$ cat src/serdes_rx_config.svh
// Build constants for the SERDES receive path, included by the RTL and the testbench
`ifndef SERDES_RX_CONFIG_SVH
`define SERDES_RX_CONFIG_SVH

// FIFO address width, 9 gives 512 lines
`define SERDES_RX_FIFO_AW 9

// Control characters, K flag set
`define K_COMMA     8'hBC   // K28.5
`define K_IDLE      8'h3C   // K28.1
`define K_PKT_START 8'hDC   // K28.6
`define K_PKT_END   8'h9C   // K28.4
`define K_XON       8'h5C   // K28.2
`define K_XOFF      8'h7C   // K28.3

// Invalid codes from the transceiver
`define K_LOS       8'hFF   // K31.7, loss of signal
`define K_ERROR     8'h00   // K0.0, decode error

// Data byte paired with comma as a pause
`define D_56        8'hC5   // D5.6

`endif

$ cat src/serdes_rx_pkg.sv
// Shared types of the SERDES receive path, referenced by scoped name from every module
`default_nettype none

package serdes_rx_pkg;

   typedef logic [15:0] ser_word_t;    // One halfword off the wire
   typedef logic [17:0] ser_sym_t;     // {k_msb, k_lsb, data}
   typedef logic [31:0] rx_line_t;     // Earlier halfword in [15:0]
   typedef logic [15:0] crc16_t;
   typedef logic [34:0] fifo_word_t;   // {error, sop, eop, line}
   typedef logic [15:0] fifo_count_t;  // Space or occupancy

   // Framer states
   typedef enum logic [2:0]
   {
      IDLE      = 3'd0,  // Armed, waiting for start
      FIRST_LO  = 3'd1,
      FIRST_HI  = 3'd2,
      PKT_LO    = 3'd3,
      PKT_HI    = 3'd4,
      CRC_CHECK = 3'd5,  // Expecting the CRC halfword
      ERROR     = 3'd6,  // Waiting for room for the error entry
      DONE      = 3'd7
   } rx_state_e;

endpackage

`default_nettype wire

$ cat src/serdes_rx_aligner.sv
// Byte-lane realignment of the raw halfword stream, picks the lane pairing at packet start
`timescale 1ns/1ns
`default_nettype none
`include "serdes_rx_config.svh"

module serdes_rx_aligner
(
   input  wire                          ser_rx_clk,
   input  wire                          rst_rxclk,
   input  wire serdes_rx_pkg::ser_sym_t raw_i,    // {k_msb, k_lsb, data}
   input  wire                          arm_i,    // Framer idle
   output serdes_rx_pkg::ser_sym_t      sym_o,
   output logic                         start_o
);

   localparam serdes_rx_pkg::ser_sym_t START_PAIR = {2'b11, `K_PKT_START, `K_PKT_START};

   logic [8:0]              holder_q;   // Last high byte with its K flag
   serdes_rx_pkg::ser_sym_t odd_q;      // Symbol straddling two words
   logic                    odd_sel_q;
   logic                    even_hit;
   logic                    odd_hit;

   always_ff @(posedge ser_rx_clk)
   begin
      if (rst_rxclk)
      begin
         holder_q <= '0;
         odd_q    <= '0;
      end
      else
      begin
         holder_q <= {raw_i[17], raw_i[15:8]};
         // Current low byte becomes the high half
         odd_q    <= {raw_i[16], holder_q[8], raw_i[7:0], holder_q[7:0]};
      end
   end

   assign even_hit = (raw_i == START_PAIR);
   assign odd_hit  = (odd_q == START_PAIR);
   assign start_o  = arm_i && (even_hit || odd_hit);

   // Alignment sticks until the next start, even lane wins a tie
   always_ff @(posedge ser_rx_clk)
   begin
      if (rst_rxclk)
         odd_sel_q <= 1'b0;
      else if (start_o)
         odd_sel_q <= !even_hit;
   end

   assign sym_o = odd_sel_q ? odd_q : raw_i;  // Odd path is one cycle late

   // Only while armed, and the framer must drop arm right after
   a_start_armed: assert property (@(posedge ser_rx_clk) disable iff (rst_rxclk)
      start_o |-> arm_i ##1 !start_o);

endmodule

`default_nettype wire

$ cat config.mk
export PLATFORM = sky130hd
export DESIGN_NAME = serdes_rx_aligner
export DESIGN_NICKNAME = d
export VERILOG_FILES = /design/src/serdes_rx_pkg.sv /design/src/serdes_rx_aligner.sv
export VERILOG_INCLUDE_DIRS = /design/src
export SDC_FILE = /design/constraint.sdc
export NUM_CORES = 1
export LEC_CHECK = 0
export ABC_AREA = 1
export ABC_CLOCK_PERIOD_IN_PS = 800
export BUFFER_PORTS_ARGS = -buffer_cell sky130_fd_sc_hd__buf_2
export CAP_MARGIN = 20
export CELL_PAD_IN_SITES_DETAIL_PLACEMENT = 1
export CELL_PAD_IN_SITES_GLOBAL_PLACEMENT = 1
export CORE_UTILIZATION = 30
export DETAILED_ROUTE_END_ITERATION = 12
export HOLD_SLACK_MARGIN = 0.08
export PLACE_DENSITY_LB_ADDON = 0.1
export SETUP_SLACK_MARGIN = 0.02
export SYNTH_ARGS = -nofsm -noshare
export SYNTH_HDL_FRONTEND = slang
export SYNTH_SLANG_ARGS = --single-unit
$ cat constraint.sdc
create_clock -name ser_rx_clk -period 0.8 [get_ports ser_rx_clk]
set_input_delay 0.16 -clock ser_rx_clk [delete_from_list [all_inputs] [get_ports ser_rx_clk]]
set_output_delay 0.16 -clock ser_rx_clk [all_outputs]
set_load 0.005 [all_outputs]
======== Word-level counts from Yosys, hierarchy flattened ========
Index checks and enable logic that the tools add are counted.
word-level totals
  register bits ........................... 28
  bits of input ports ..................... 21
  output and inout port bits .............. 19
operators by class
  mux-type cells .......................... 1
  eq/ne operators ......................... 2
  reductions and logical operators ........ 3
operator list
  kind                    number
  $eq A18 B18 Y1 const B  2
  $mux W18                1
  $logic_and A1 B1 Y1     1
  $logic_not A1 Y1        1
  $logic_or A1 B1 Y1      1

======== Depth between registers and ports, before layout ========
Gate-level depths: netlist of the first run.
  word-level depth ........................ 3
  mapped depth ............................ 7

======== Least setup slack after synthesis of the first run ========
Ideal clock, no wire load.
  path type ............................... register to output
  from .................................... reg odd_sel_q
  to ...................................... out sym_o[0]
  arrival ................................. 0.710 ns
  stages on the path, launching flop included .. 5
  path slack .............................. -0.070 ns
  cells stage by stage .................... dfxtp_1 -> buf_4 -> buf_4 -> nand2_1 -> o21ai_1
on the way
  word-level cells in the longest chain between the ends .. 1
RTL lines
  item                    RTL line                 text
  start, declared         serdes_rx_aligner.sv:20  logic odd_sel_q;
  start signal, assigned  serdes_rx_aligner.sv:49  odd_sel_q <= !even_hit;
  $mux W18                serdes_rx_aligner.sv:52  assign sym_o = odd_sel_q ? odd_q : raw_i;
  end, declared           serdes_rx_aligner.sv:12  output serdes_rx_pkg::ser_sym_t sym_o,
No other way between the ends.

======== Final worst setup path of the first run ========
  from .................................... reg odd_sel_q
  to ...................................... out sym_o[14]
Same word-level chain as after synthesis.

==> summary.txt, run 1 <==
Critical path
  • Critical Path RT: about 0.64 ns
  • Crit path arrival time: approximately 1.2 ns
  • Crit Path Class: flop to primary output
  • Critical-path maximum fanout: 7
  • Worst setup SP type: flop
  • Crit. End Element: primary output

Logic synthesis
  • Post-synthesis cell area: 0.001154 mm²
  • Syn_area_per_cell: between 6 and 7 µm²
  • Mapped Nets: 190
  • Syn Inst Count: 169
  • FF+latch count, synth: 28
  • Post-synth cell types: 13
  • Register area share after synthesis: about half
  • Yosys warns: 0

Clocking
  • CTS buffer count: 3
  • Clock tree buffer depth: 2
  • Cts hold-fix bufs: 0
  • H-tree depth: 1
  • Clock Tree Root: clkbuf_8
  • CTS clk-pin slew, worst paths: approximately 0.1 ns
  • Clk sinks: 28
  • CTS tree: done
  • Clock Latency Late Sink: roughly 0.28 ns

Layout
  • Fin util: between 50% and 60%
  • Fin area: roughly 0.002 mm²
  • Fillers: roughly 460
  • Final cell count without fillers: around 290
  • Diode count: 0
  • Area growth from synthesis to layout: 71.69%
  • Share of cells above drive strength 1: 60.92%
  • Nets@finish: 260

STA
  • Worst-Margin Slew: approximately 0.26 ns
  • Hold Fails Final Rpt: 0
  • Final WS setup: -0.5536 ns
  • Pins Over Slew Limit: 0
  • Final critical-path required period: about 1.4 ns
  • Final worst clock skew: between 0.002 and 0.003 ns
  • RSZ-0062 raised after global routing: true
  • Max Fclk: 738.7 MHz
  • Final setup fails: 20
  • Period utilization: 169.2%
  • Relative slew slack: between 80% and 90%

Placed design
  • Placed cell areas: around 0.0016 mm²
  • Dpl hpwl: 2449 µm
  • Port Buffers: 39
  • Placed Cells incl. Taps: ~270
  • RePlAce Congestion: slightly above 0.7

Routing
  • Overall routed net length: just under 4000 µm
  • # DRC: 1
  • Via count: 1254
  • Via/cell ratio: 4.385
  • Drt wl/cell: 13.91 µm
  • Drt first pass iters: 7
  • 1st-iter DRT viols: 27
  • Routed Antenna Nets: 0

Pwr
  • Psw: 0.6990 mW
  • Lkg Pwr: between 1 and 1.5 nW
  • Worst vdd ir: between 900 and 1000 µV
  • Net Sw Frac: between 20% and 30%
  • Comb pwr share: 13.2%
  • Flop pwr share: between 40% and 50%
  • Pwr Density: 1537 mW/mm²
  • Internal: 2.345 mW
  • Total Power: 3.044 mW
  • Clock share of power: a little under two fifths

Global route
  • Vias in the first global route: roughly 1300
  • Initial antenna violation count: 0
  • GR Overflow Total: 0
  • First-pass GRT wire length: a little under 6000 µm
  • Total global-route track usage: 18.68%
  • Pin count of the biggest net entering global routing: 20

Floorplanning
  • Starting density of the core: between 30% and 40%
  • Core area: roughly 0.0037 mm²
  • Row Count: 22
  • Floorplan die height: about 64 µm
  • Die X: approximately 64 µm
  • Die area: 0.004097 mm²
  • Num ports: 40

Outcome
  • Failing checks: design-rule violations, negative setup slack
  • Status: complete, but fails checks

Flow run
  • Max-Cap Viols: 0

Worst hold path
  • Hold Path Class: input pin to flop
==> worst max-delay path: stages, from the launching register on <==
cell and delay, ns:
dfxtp_4 0.49, clkbuf_16 0.19, nand2_2 0.04, o21ai_1 0.07, buf_2 0.13
==> cells in the final DEF, fill, tap and decap left out, types with 2 or more instances in the layout <==
| cell | instances |
|---|---|
| nand2_1 | 18 |
| inv_2 | 11 |
| buf_12 | 5 |
| nor2_1 | 35 |
| inv_1 | 23 |
| nor2_2 | 5 |
| dfxtp_1 | 12 |
| buf_4 | 24 |
| nand2_4 | 5 |
| o21ai_1 | 3 |
| nand3_1 | 2 |
| o21ai_2 | 15 |
| clkbuf_16 | 3 |
| dfxtp_2 | 15 |
| nand2_2 | 15 |
| clkbuf_8 | 3 |
| buf_2 | 39 |
==> sequential cells by signal, summed over array words and instances, names as in the netlist <==
signal and flops:
holder_q 9, odd_q 18, odd_sel_q 1
==> logic make-up (layout without fill, tap and decap cells) <==
family | count (synthesis) | count (layout) | share of synthesized area (%)
buffers and inverters | 41 | 110 | 15.62
flip-flops | 28 | 28 | 48.59
AO/OA/AOI/OAI | 20 | 20 | 9.328
AND/OR/NAND/NOR | 80 | 80 | 26.46
==> power groups by stage <==
stage          combinational [mW]  clock (mW)  sequential, mW
6_report                    0.403        1.14            1.51
2_1_floorplan               0.158           0            1.51
3_3_place_gp                0.366           0            1.52
3_5_place_dp                0.376           0            1.52
5_1_grt                     0.451        1.23            1.51
4_1_cts                     0.381        1.16            1.49
==> final timing paths <==
check                            startpoint          end  slack, ns  cells past startpoint
worst max-delay path              odd_sel_q    sym_o[14]      -0.55                      4
worst min-delay path              raw_i[17]  holder_q[8]       0.11                      3
worst min register to register  holder_q[7]     odd_q[7]       0.41                      2
worst max register to register     odd_q[1]    odd_sel_q      -0.47                      9
==> timing repair <==
item | in CTS | in global routing
pin swaps | 5 | 9
endpoints found under the setup margin | 20 | 20
gates resized for setup | 15 | 40
cloned | 2 | 3
setup buffers | 2 | 4
hold endpoints to repair | 0 | 0
==> synthesized netlist by cell type (all sizes together) <==
cell,n,area share [%]
buf,7,4.6
dfxtp,28,49
inv,34,11
nand2,38,12
nand3,2,0.87
nor2,40,13
o21ai,18,7.8
o21bai,1,0.98
o22ai,1,0.54
==> cell type report <==
type	count	area, µm²	share of cell area (%)
Sequential cell	28	583.1	29.44
Tap cell	48	60.06	3.032
Clock buffer	3	41.29	2.085
Clock inverter	1	30.03	1.516
Inverter	34	127.6	6.443
Multi-Input combinational cell	100	560.5	28.30
Timing Repair Buffer	72	578.1	29.19
==> through the flow <==
step | TNS (ns) | setup slack, ns | hold slack [ns]
4_1_cts | -9.665 | -0.5404 | 0.1138
6_report | -10.47 | -0.5536 | 0.1138
3_5_place_dp | -2.827 | -0.2790 | 0.4022
2_1_floorplan | -0.5875 | -0.03264 | 0.2776
5_1_grt | -11.71 | -0.6278 | 0.1263
3_3_place_gp | -2.592 | -0.2558 | 0.3897
==> layer usage <==
metal | part of all wire [%] | global-route usage, % | vias to the layer above
met1 | 42 | 22.22 | 584
met2 | 53 | 33.64 | 28
met5 | 0 | 0 | -
li1 | - | - | 638
met4 | 1.3 | 5.966 | 0
met3 | 3.2 | 3.214 | 4
Note: power is estimated with default switching activity, not from simulation.
==> run 2: changes to the inputs <==
--- a/config.mk
+++ b/config.mk
@@ -10,9 +10,10 @@
 export ABC_CLOCK_PERIOD_IN_PS = 800
 export BUFFER_PORTS_ARGS = -buffer_cell sky130_fd_sc_hd__buf_2
 export CAP_MARGIN = 20
-export CELL_PAD_IN_SITES_DETAIL_PLACEMENT = 1
+export CELL_PAD_IN_SITES_DETAIL_PLACEMENT = 0
 export CELL_PAD_IN_SITES_GLOBAL_PLACEMENT = 1
 export CORE_UTILIZATION = 30
+export CTS_BUF_LIST = sky130_fd_sc_hd__clkbuf_16
 export DETAILED_ROUTE_END_ITERATION = 12
 export HOLD_SLACK_MARGIN = 0.08
 export PLACE_DENSITY_LB_ADDON = 0.1
==> run 2 against run 1 <==
  * The flow finishes with violations (negative setup slack)
  * Clock power grew 29%
  * Worst setup slack gained 0.049 ns
  * Register-to-register slack gained 0.36 ns
  * Via count shrank 5.7%
  * Combinational power shrank 1%
  * Non-clock buffer count shrank 2
  * Global-route usage shrank 3.4 points
  * Utilization grew 0.24 points
  * Final area grew 0.44%
  * Maximum frequency grew 3.8%
  * Critical endpoint is now sym_o[7]
==> summary.txt, run 2 (synthesized netlist as in run 1, its figures left out) <==
Pwr
  • Lkg Pwr: 1.059 nW (was 1.002 nW)
  • Pwr Density: 1688 mW/mm² (was 1537 mW/mm²)
  • Worst vdd ir: 772.7 µV (was 992.3 µV)
  • Total Power: 3.357 mW (was 3.044 mW)

STA
  • Pins Over Slew Limit: 0 (unchanged)
  • Final critical-path required period: 1.305 ns (was 1.354 ns)
  • RSZ-0062 raised after global routing: true (unchanged)
  • Relative slew slack: 86.05% (was 82.86%)
  • Final setup TNS: -9.194 ns (was -10.47 ns)
  • Period utilization: 163.1% (was 169.2%)
  • Final WS setup: -0.5045 ns (was -0.5536 ns)
  • Final worst clock skew: 0.001165 ns (was 0.002574 ns)
  • Final setup fails: 20 (unchanged)
  • Hold Fails Final Rpt: 0 (unchanged)
  • Max Fclk: 766.6 MHz (was 738.7 MHz)
  • Worst-Margin Slew: 0.2093 ns (was 0.2562 ns)

Layout
  • Area growth from synthesis to layout: 72.45% (was 71.69%)
  • Fin util: 54.34% (was 54.10%)
  • Biggest registers after layout: odd_q: 18 flops, holder_q: 9 flops, odd_sel_q: 1 flops (unchanged)
  • Nets@finish: 258 (was 260)
  • Diode count: 0 (unchanged)
  • Most flop-heavy register: odd_q (unchanged)
  • Most common cell after layout, fill and taps aside: buf_2 (unchanged)
  • Fillers: 352 (was 455)
  • Most frequent cells in the layout: 39 x buf_2, 38 x nor2_1, 26 x inv_1 (was 39 x buf_2, 35 x nor2_1, 24 x buf_4)
  • Share of cells above drive strength 1: 55.08% (was 60.92%)
  • Number of flip-flops in the largest register: 18 (unchanged)

Clocking
  • Clk sinks: 28 (unchanged)
  • Clock tree buffer depth: 2 (unchanged)
  • CTS buffer count: 3 (unchanged)
  • CTS clk-pin slew, worst paths: 0.07 ns (was 0.10 ns)
  • Clock Tree Root: clkbuf_16 (was clkbuf_8)
  • Clock Latency Late Sink: 0.26 ns (was 0.28 ns)
  • CTS tree: done (unchanged)
  • H-tree depth: 1 (unchanged)

Placed design
  • Port Buffers: 39 (unchanged)
  • RePlAce Congestion: 0.7250 (unchanged)
  • Dpl hpwl: 2137 µm (was 2449 µm)

Critical path
  • Crit path arrival time: 1.14 ns (was 1.19 ns)
  • Worst R2R Path Depth: 7 (was 9)
  • Worst setup SP type: flop (unchanged)
  • R2r setup slk: -0.11 ns (was -0.47 ns)
  • Crit. End Element: primary output (unchanged)
  • Crit Path Class: flop to primary output (unchanged)
  • Critical-path maximum fanout: 7 (unchanged)
  • Critical Path RT: 0.64 ns (about the same)

Routing
  • Via count: 1183 (was 1254)
  • 1st-iter DRT viols: 26 (was 27)
  • Drt wl/cell: 10.93 µm (was 13.91 µm)
  • Routed Antenna Nets: 0 (unchanged)
  • Via/cell ratio: 4.165 (was 4.385)
  • Drt first pass iters: 3 (was 7)
  • Overall routed net length: 3104 µm (was 3979 µm)
  • # DRC: 0 (was 1)

Floorplanning
  • Num ports: 40 (unchanged)
  • Core area: 0.003661 mm² (unchanged)
  • Die area: 0.004097 mm² (unchanged)
  • Floorplan die height: 64.01 µm (unchanged)
  • Die X: 64.01 µm (unchanged)
  • Row Count: 22 (unchanged)
  • Starting density of the core: 31.51% (unchanged)

Global route
  • First-pass GRT wire length: 4912 µm (was 5816 µm)
  • Vias in the first global route: 1156 (was 1289)
  • GR Overflow Total: 0 (unchanged)
  • Initial antenna violation count: 0 (unchanged)
  • Total global-route track usage: 15.30% (was 18.68%)
  • Pin count of the biggest net entering global routing: 19 (was 20)

Flow run
  • Max-Cap Viols: 0 (unchanged)

Worst hold path
  • Hold depth: 3 (unchanged)
  • Hold Path Class: input pin to flop (unchanged)

Outcome
  • Failing checks: negative setup slack (was design-rule violations, negative setup slack)
  • Status: complete, but fails checks (unchanged)
==> run 2: cell count changes in the layout (fill, tap and decap cells not counted) <==
cell       previous run  this run
nand2_2              15         7
nand2_1              18        22
nand2_4               5         9
clkbuf_16             3         6
clkbuf_8              3         0
dfxtp_1              12        15
dfxtp_2              15        12
inv_1                23        26
inv_2                11         8
nor2_1               35        38
nor2_2                5         2
buf_4                24        22
buf_12                5         4
buf_6                 0         1
==> run 2: timing repair <==
item | CTS | global route
gates cloned | 1 | 4
gates resized for setup | 12 | 33
hold buffers | 0 | 0
pin swaps | 4 | 7
endpoints found under the setup margin | 20 | 20
setup buffers | 1 | 2
==> run 2: layout make-up <==
type	count	area [µm²]	area share [%]
flip-flops and latches	28	579.3	29.12
multi-input cells	100	563.0	28.30
repair buffers	70	554.3	27.86
inverters	34	127.6	6.415
clock buffers	3	75.07	3.774
well taps	48	60.06	3.019
clock inverters	1	30.03	1.509
==> run 2: final timing paths <==
path	startpoint	endpoint
worst min-delay path	raw_i[17]	holder_q[8]
worst max-delay path	odd_sel_q	sym_o[7]
worst min register to register	holder_q[8]	odd_q[16]
worst max register to register	odd_q[9]	odd_sel_q
==> run 2: per-stage QoR <==
step | hold WS (ns) | cell area, µm² | setup WS [ns] | cells
CTS | 0.1281 | 1790 | -0.4999 | 278
global placement | 0.3897 | 1630 | -0.2558 | 272
detailed placement | 0.3927 | 1630 | -0.2740 | 272
global route | 0.1388 | 1989 | -0.5634 | 284
finish | 0.1323 | 1989 | -0.5045 | 284
floorplan | 0.2776 | 1216 | -0.03264 | 169
==> run 2: report_power, final <==
| part | leakage [nW] | internal, mW | switching [mW] |
|---|---|---|---|
| logic | 0.771 | 0.213 | 0.184 |
| registers | 0.237 | 1.46 | 0.0319 |
| clock network | 0.0511 | 0.996 | 0.470 |
| total | 1.06 | 2.67 | 0.685 |
==> run 2: worst max-delay path, cell delays in order (launching register included) <==
cell	delay (ns)
dfxtp_4	0.47
clkbuf_16	0.19
nand2_1	0.06
o21ai_2	0.05
buf_2	0.12
==> run 2: metal layers <==
metal / routed length, µm / global-route usage, %
met3: 111 / 2.321
met4: 17 / 5.114
met1: 1484 / 19.50
met5: 0 / 0
met2: 1491 / 26.06
==> run 3: changes to the inputs <==
--- a/config.mk
+++ b/config.mk
@@ -12,7 +12,7 @@
 export CAP_MARGIN = 20
 export CELL_PAD_IN_SITES_DETAIL_PLACEMENT = 0
 export CELL_PAD_IN_SITES_GLOBAL_PLACEMENT = 1
-export CORE_UTILIZATION = 30
+export CORE_UTILIZATION = 23
 export CTS_BUF_LIST = sky130_fd_sc_hd__clkbuf_16
 export DETAILED_ROUTE_END_ITERATION = 12
 export HOLD_SLACK_MARGIN = 0.08
==> run 3 against run 2 <==
  * The flow still finishes with violations (negative setup slack)
  * Via count rose by 2.6%
  * Clock skew barely moved
  * Hold slack improved by 0.011 ns
  * Maximum frequency fell by 0.39%
  * Clock-buffer cell count did not move
  * Critical path depth rose by 1
  * Worst setup slack got worse by 0.0051 ns
  * Critical endpoint is now start_o
  * Largest cell class is now multi-input combinational cells
  * Highest routed layer unchanged
==> summary.txt, run 3 (synthesized netlist as in run 1, its figures left out) <==
Layout
  • Fin area: 0.002029 mm² (was 0.001989 mm²)
  • Number of flip-flops in the largest register: 18 (unchanged)
  • Most common cell after layout, fill and taps aside: buf_2 (unchanged)
  • Storage element area: 584.3 µm² (was 579.3 µm²)
  • Biggest registers after layout: odd_q: 18 flops, holder_q: 9 flops, odd_sel_q: 1 flops (unchanged)
  • Most flop-heavy register: odd_q (unchanged)
  • Most frequent cells in the layout: 39 x buf_2, 35 x nor2_1, 25 x buf_4 (was 39 x buf_2, 38 x nor2_1, 26 x inv_1)
  • Share of cells above drive strength 1: 60.42% (was 55.08%)
  • Multi-input gate area: 594.3 µm² (was 563.0 µm²)
  • Fillers: 518 (was 352)
  • Area growth from synthesis to layout: 75.92% (was 72.45%)
  • Nets@finish: 262 (was 258)
  • Diode count: 0 (unchanged)

Global route
  • GR Overflow Total: 0 (unchanged)
  • Initial antenna violation count: 0 (unchanged)
  • Vias in the first global route: 1213 (was 1156)
  • First-pass GRT wire length: 5099 µm (was 4912 µm)
  • Pin count of the biggest net entering global routing: 26 (was 19)
  • Total global-route track usage: 12.49% (was 15.30%)

Critical path
  • Crit. End Element: primary output (unchanged)
  • CP max-delay cell: dfxtp_2 (was dfxtp_4)
  • Cell mode on critical path: nand2_2
  • Reg2reg end: odd_sel_q (unchanged)
  • R2r setup slk: -0.42 ns (was -0.11 ns)
  • Crit Path Class: flop to primary output (unchanged)
  • Critical Path RT: 0.64 ns (about the same)
  • Ordered cell list for the critical path: nand2_2 > nor2_4 > nand2_2 > o22ai_2 > buf_2 (was clkbuf_16 > nand2_1 > o21ai_2 > buf_2)
  • Worst R2R Path Depth: 9 (was 7)
  • Crit path arrival time: 1.15 ns (was 1.14 ns)
  • Max incr delay on CP: 0.36 ns (was 0.47 ns)
  • Worst setup SP type: flop (unchanged)
  • Critical-path maximum fanout: 2 (was 7)
  • R2r startpoint: odd_q[3] (was odd_q[9])

Routing
  • # DRC: 0 (unchanged)
  • Drt first pass iters: 3 (unchanged)
  • Routed Antenna Nets: 0 (unchanged)
  • Via/cell ratio: 3.954 (was 4.165)
  • Met3 WL: 131 µm (was 111 µm)
  • Met2 routed WL: 1593 µm (was 1491 µm)
  • DR top layer: met4 (unchanged)
  • Met1 WL: 1531 µm (was 1484 µm)
  • Drt wl/cell: 10.70 µm (was 10.93 µm)
  • Via count: 1214 (was 1183)
  • Overall routed net length: 3285 µm (was 3104 µm)
  • 1st-iter DRT viols: 27 (was 26)

Outcome
  • Status: complete, but fails checks (unchanged)
  • Failing checks: negative setup slack (unchanged)

Worst hold path
  • Hold Path Class: input pin to flop (unchanged)
  • Min-Delay Endpoint: holder_q[3] (was holder_q[8])
  • Hold depth: 3 (unchanged)
  • Hold wc startpoint: raw_i[11] (was raw_i[17])

STA
  • RSZ-0062 raised after global routing: true (unchanged)
  • Final WS setup: -0.5096 ns (was -0.5045 ns)
  • Final worst clock skew: 0.001179 ns (was 0.001165 ns)
  • Final setup TNS: -9.425 ns (was -9.194 ns)
  • Max Fclk: 763.6 MHz (was 766.6 MHz)
  • Pins Over Slew Limit: 0 (unchanged)
  • Relative slew slack: 87.61% (was 86.05%)
  • Final critical-path required period: 1.310 ns (was 1.305 ns)
  • Worst-Margin Slew: 0.1858 ns (was 0.2093 ns)
  • Period utilization: 163.7% (was 163.1%)
  • Hold Fails Final Rpt: 0 (unchanged)
  • Final setup fails: 20 (unchanged)

Clocking
  • Clock Tree Root: clkbuf_16 (unchanged)
  • Cts hold-fix bufs: 0 (unchanged)
  • CTS tree: done (unchanged)
  • Clock Latency Late Sink: 0.26 ns (about the same)
  • CTS buffer count: 3 (unchanged)
  • CTS clk-pin slew, worst paths: 0.07 ns (about the same)
  • H-tree depth: 1 (unchanged)
  • Clk sinks: 28 (unchanged)
  • Clock tree buffer depth: 2 (unchanged)

Pwr
  • Lkg Pwr: 1.063 nW (was 1.059 nW)
  • Total Power: 3.009 mW (was 3.357 mW)
  • Worst vdd ir: 704.7 µV (was 772.7 µV)
  • Pwr Density: 1483 mW/mm² (was 1688 mW/mm²)

Placed design
  • RePlAce Congestion: 0.6935 (was 0.7250)
  • Dpl hpwl: 2190 µm (was 2137 µm)
  • Port Buffers: 39 (unchanged)
  • Placed cell areas: 0.001629 mm² (was 0.001630 mm²)

Flow run
  • Max-Cap Viols: 0 (unchanged)

Floorplanning
  • Die X: 72.82 µm (was 64.01 µm)
  • Floorplan die height: 72.82 µm (was 64.01 µm)
  • Row Count: 25 (was 22)
  • Num ports: 40 (unchanged)
  • Die area: 0.005303 mm² (was 0.004097 mm²)
  • Starting density of the core: 24.10% (was 31.51%)
  • Core area: 0.004786 mm² (was 0.003661 mm²)
## run 3: cell count changes in the layout (fill, tap and decap cells not counted), moves of 2 or more
cell,before,now
nor2_4,0,2
buf_12,4,2
buf_4,22,25
buf_6,1,4
inv_1,26,24
dfxtp_1,15,11
nand2_1,22,18
o21ai_2,15,13
nor2_1,38,35
dfxtp_2,12,16
nand2_2,7,11
inv_2,8,10
## run 3: worst max path at each step
stage / start / endpoint / slack (ns) / depth (start not counted)
finish: odd_q[3] / start_o / -0.51 / 5
global route: odd_q[1] / start_o / -0.56 / 6
CTS: odd_q[13] / start_o / -0.52 / 6
detailed placement: raw_i[13] / start_o / -0.30 / 7
global placement: raw_i[1] / start_o / -0.28 / 7
floorplan: odd_sel_q / sym_o[10] / -0.03 / 4
## run 3: worst max-delay path: cells and delay by family, from the launching register on
kind                   cells  cell delay [ns]
AO/OA/AOI/OAI              1             0.14
buffers and inverters      1             0.14
flip-flops                 1             0.36
AND/OR/NAND/NOR            3             0.25
## run 3: timing repair
action                     CTS  global route
setup endpoints to repair   20            20
pin swaps                    5            10
setup buffers                8             1
resized for setup           19            46
cloned                       1             3
## run 3: area by class of cell
class	count	area share, %
clock inverters	1	0.1850
well taps	67	4.131
repair buffers	74	27.62
multi-input cells	100	29.28
inverters	34	6.289
flip-flops and latches	28	28.79
clock buffers	3	3.699
## run 3: power by group
part	internal, mW	switching [mW]	total, mW
logic	0.207	0.185	0.393
clock network	0.669	0.448	1.12
registers	1.46	0.0343	1.50
total	2.34	0.668	3.01
## run 3: metal layers
metal	GRT usage, %	up-vias
met5	0	-
met4	5.229	0
met3	2.624	2
met2	20.87	25
met1	15.60	548
li1	-	639
## run 3: through the flow
step                setup WS [ns]  utilization [%]  hold slack, ns  std cells
global placement          -0.2809            34.04          0.3913        291
floorplan                -0.03264                -          0.2776        169
CTS                       -0.5167            38.25          0.1268        304
finish                    -0.5096            42.41          0.1434        307
global route              -0.5642            42.41          0.1554        307
detailed placement        -0.2961            34.04          0.3949        291
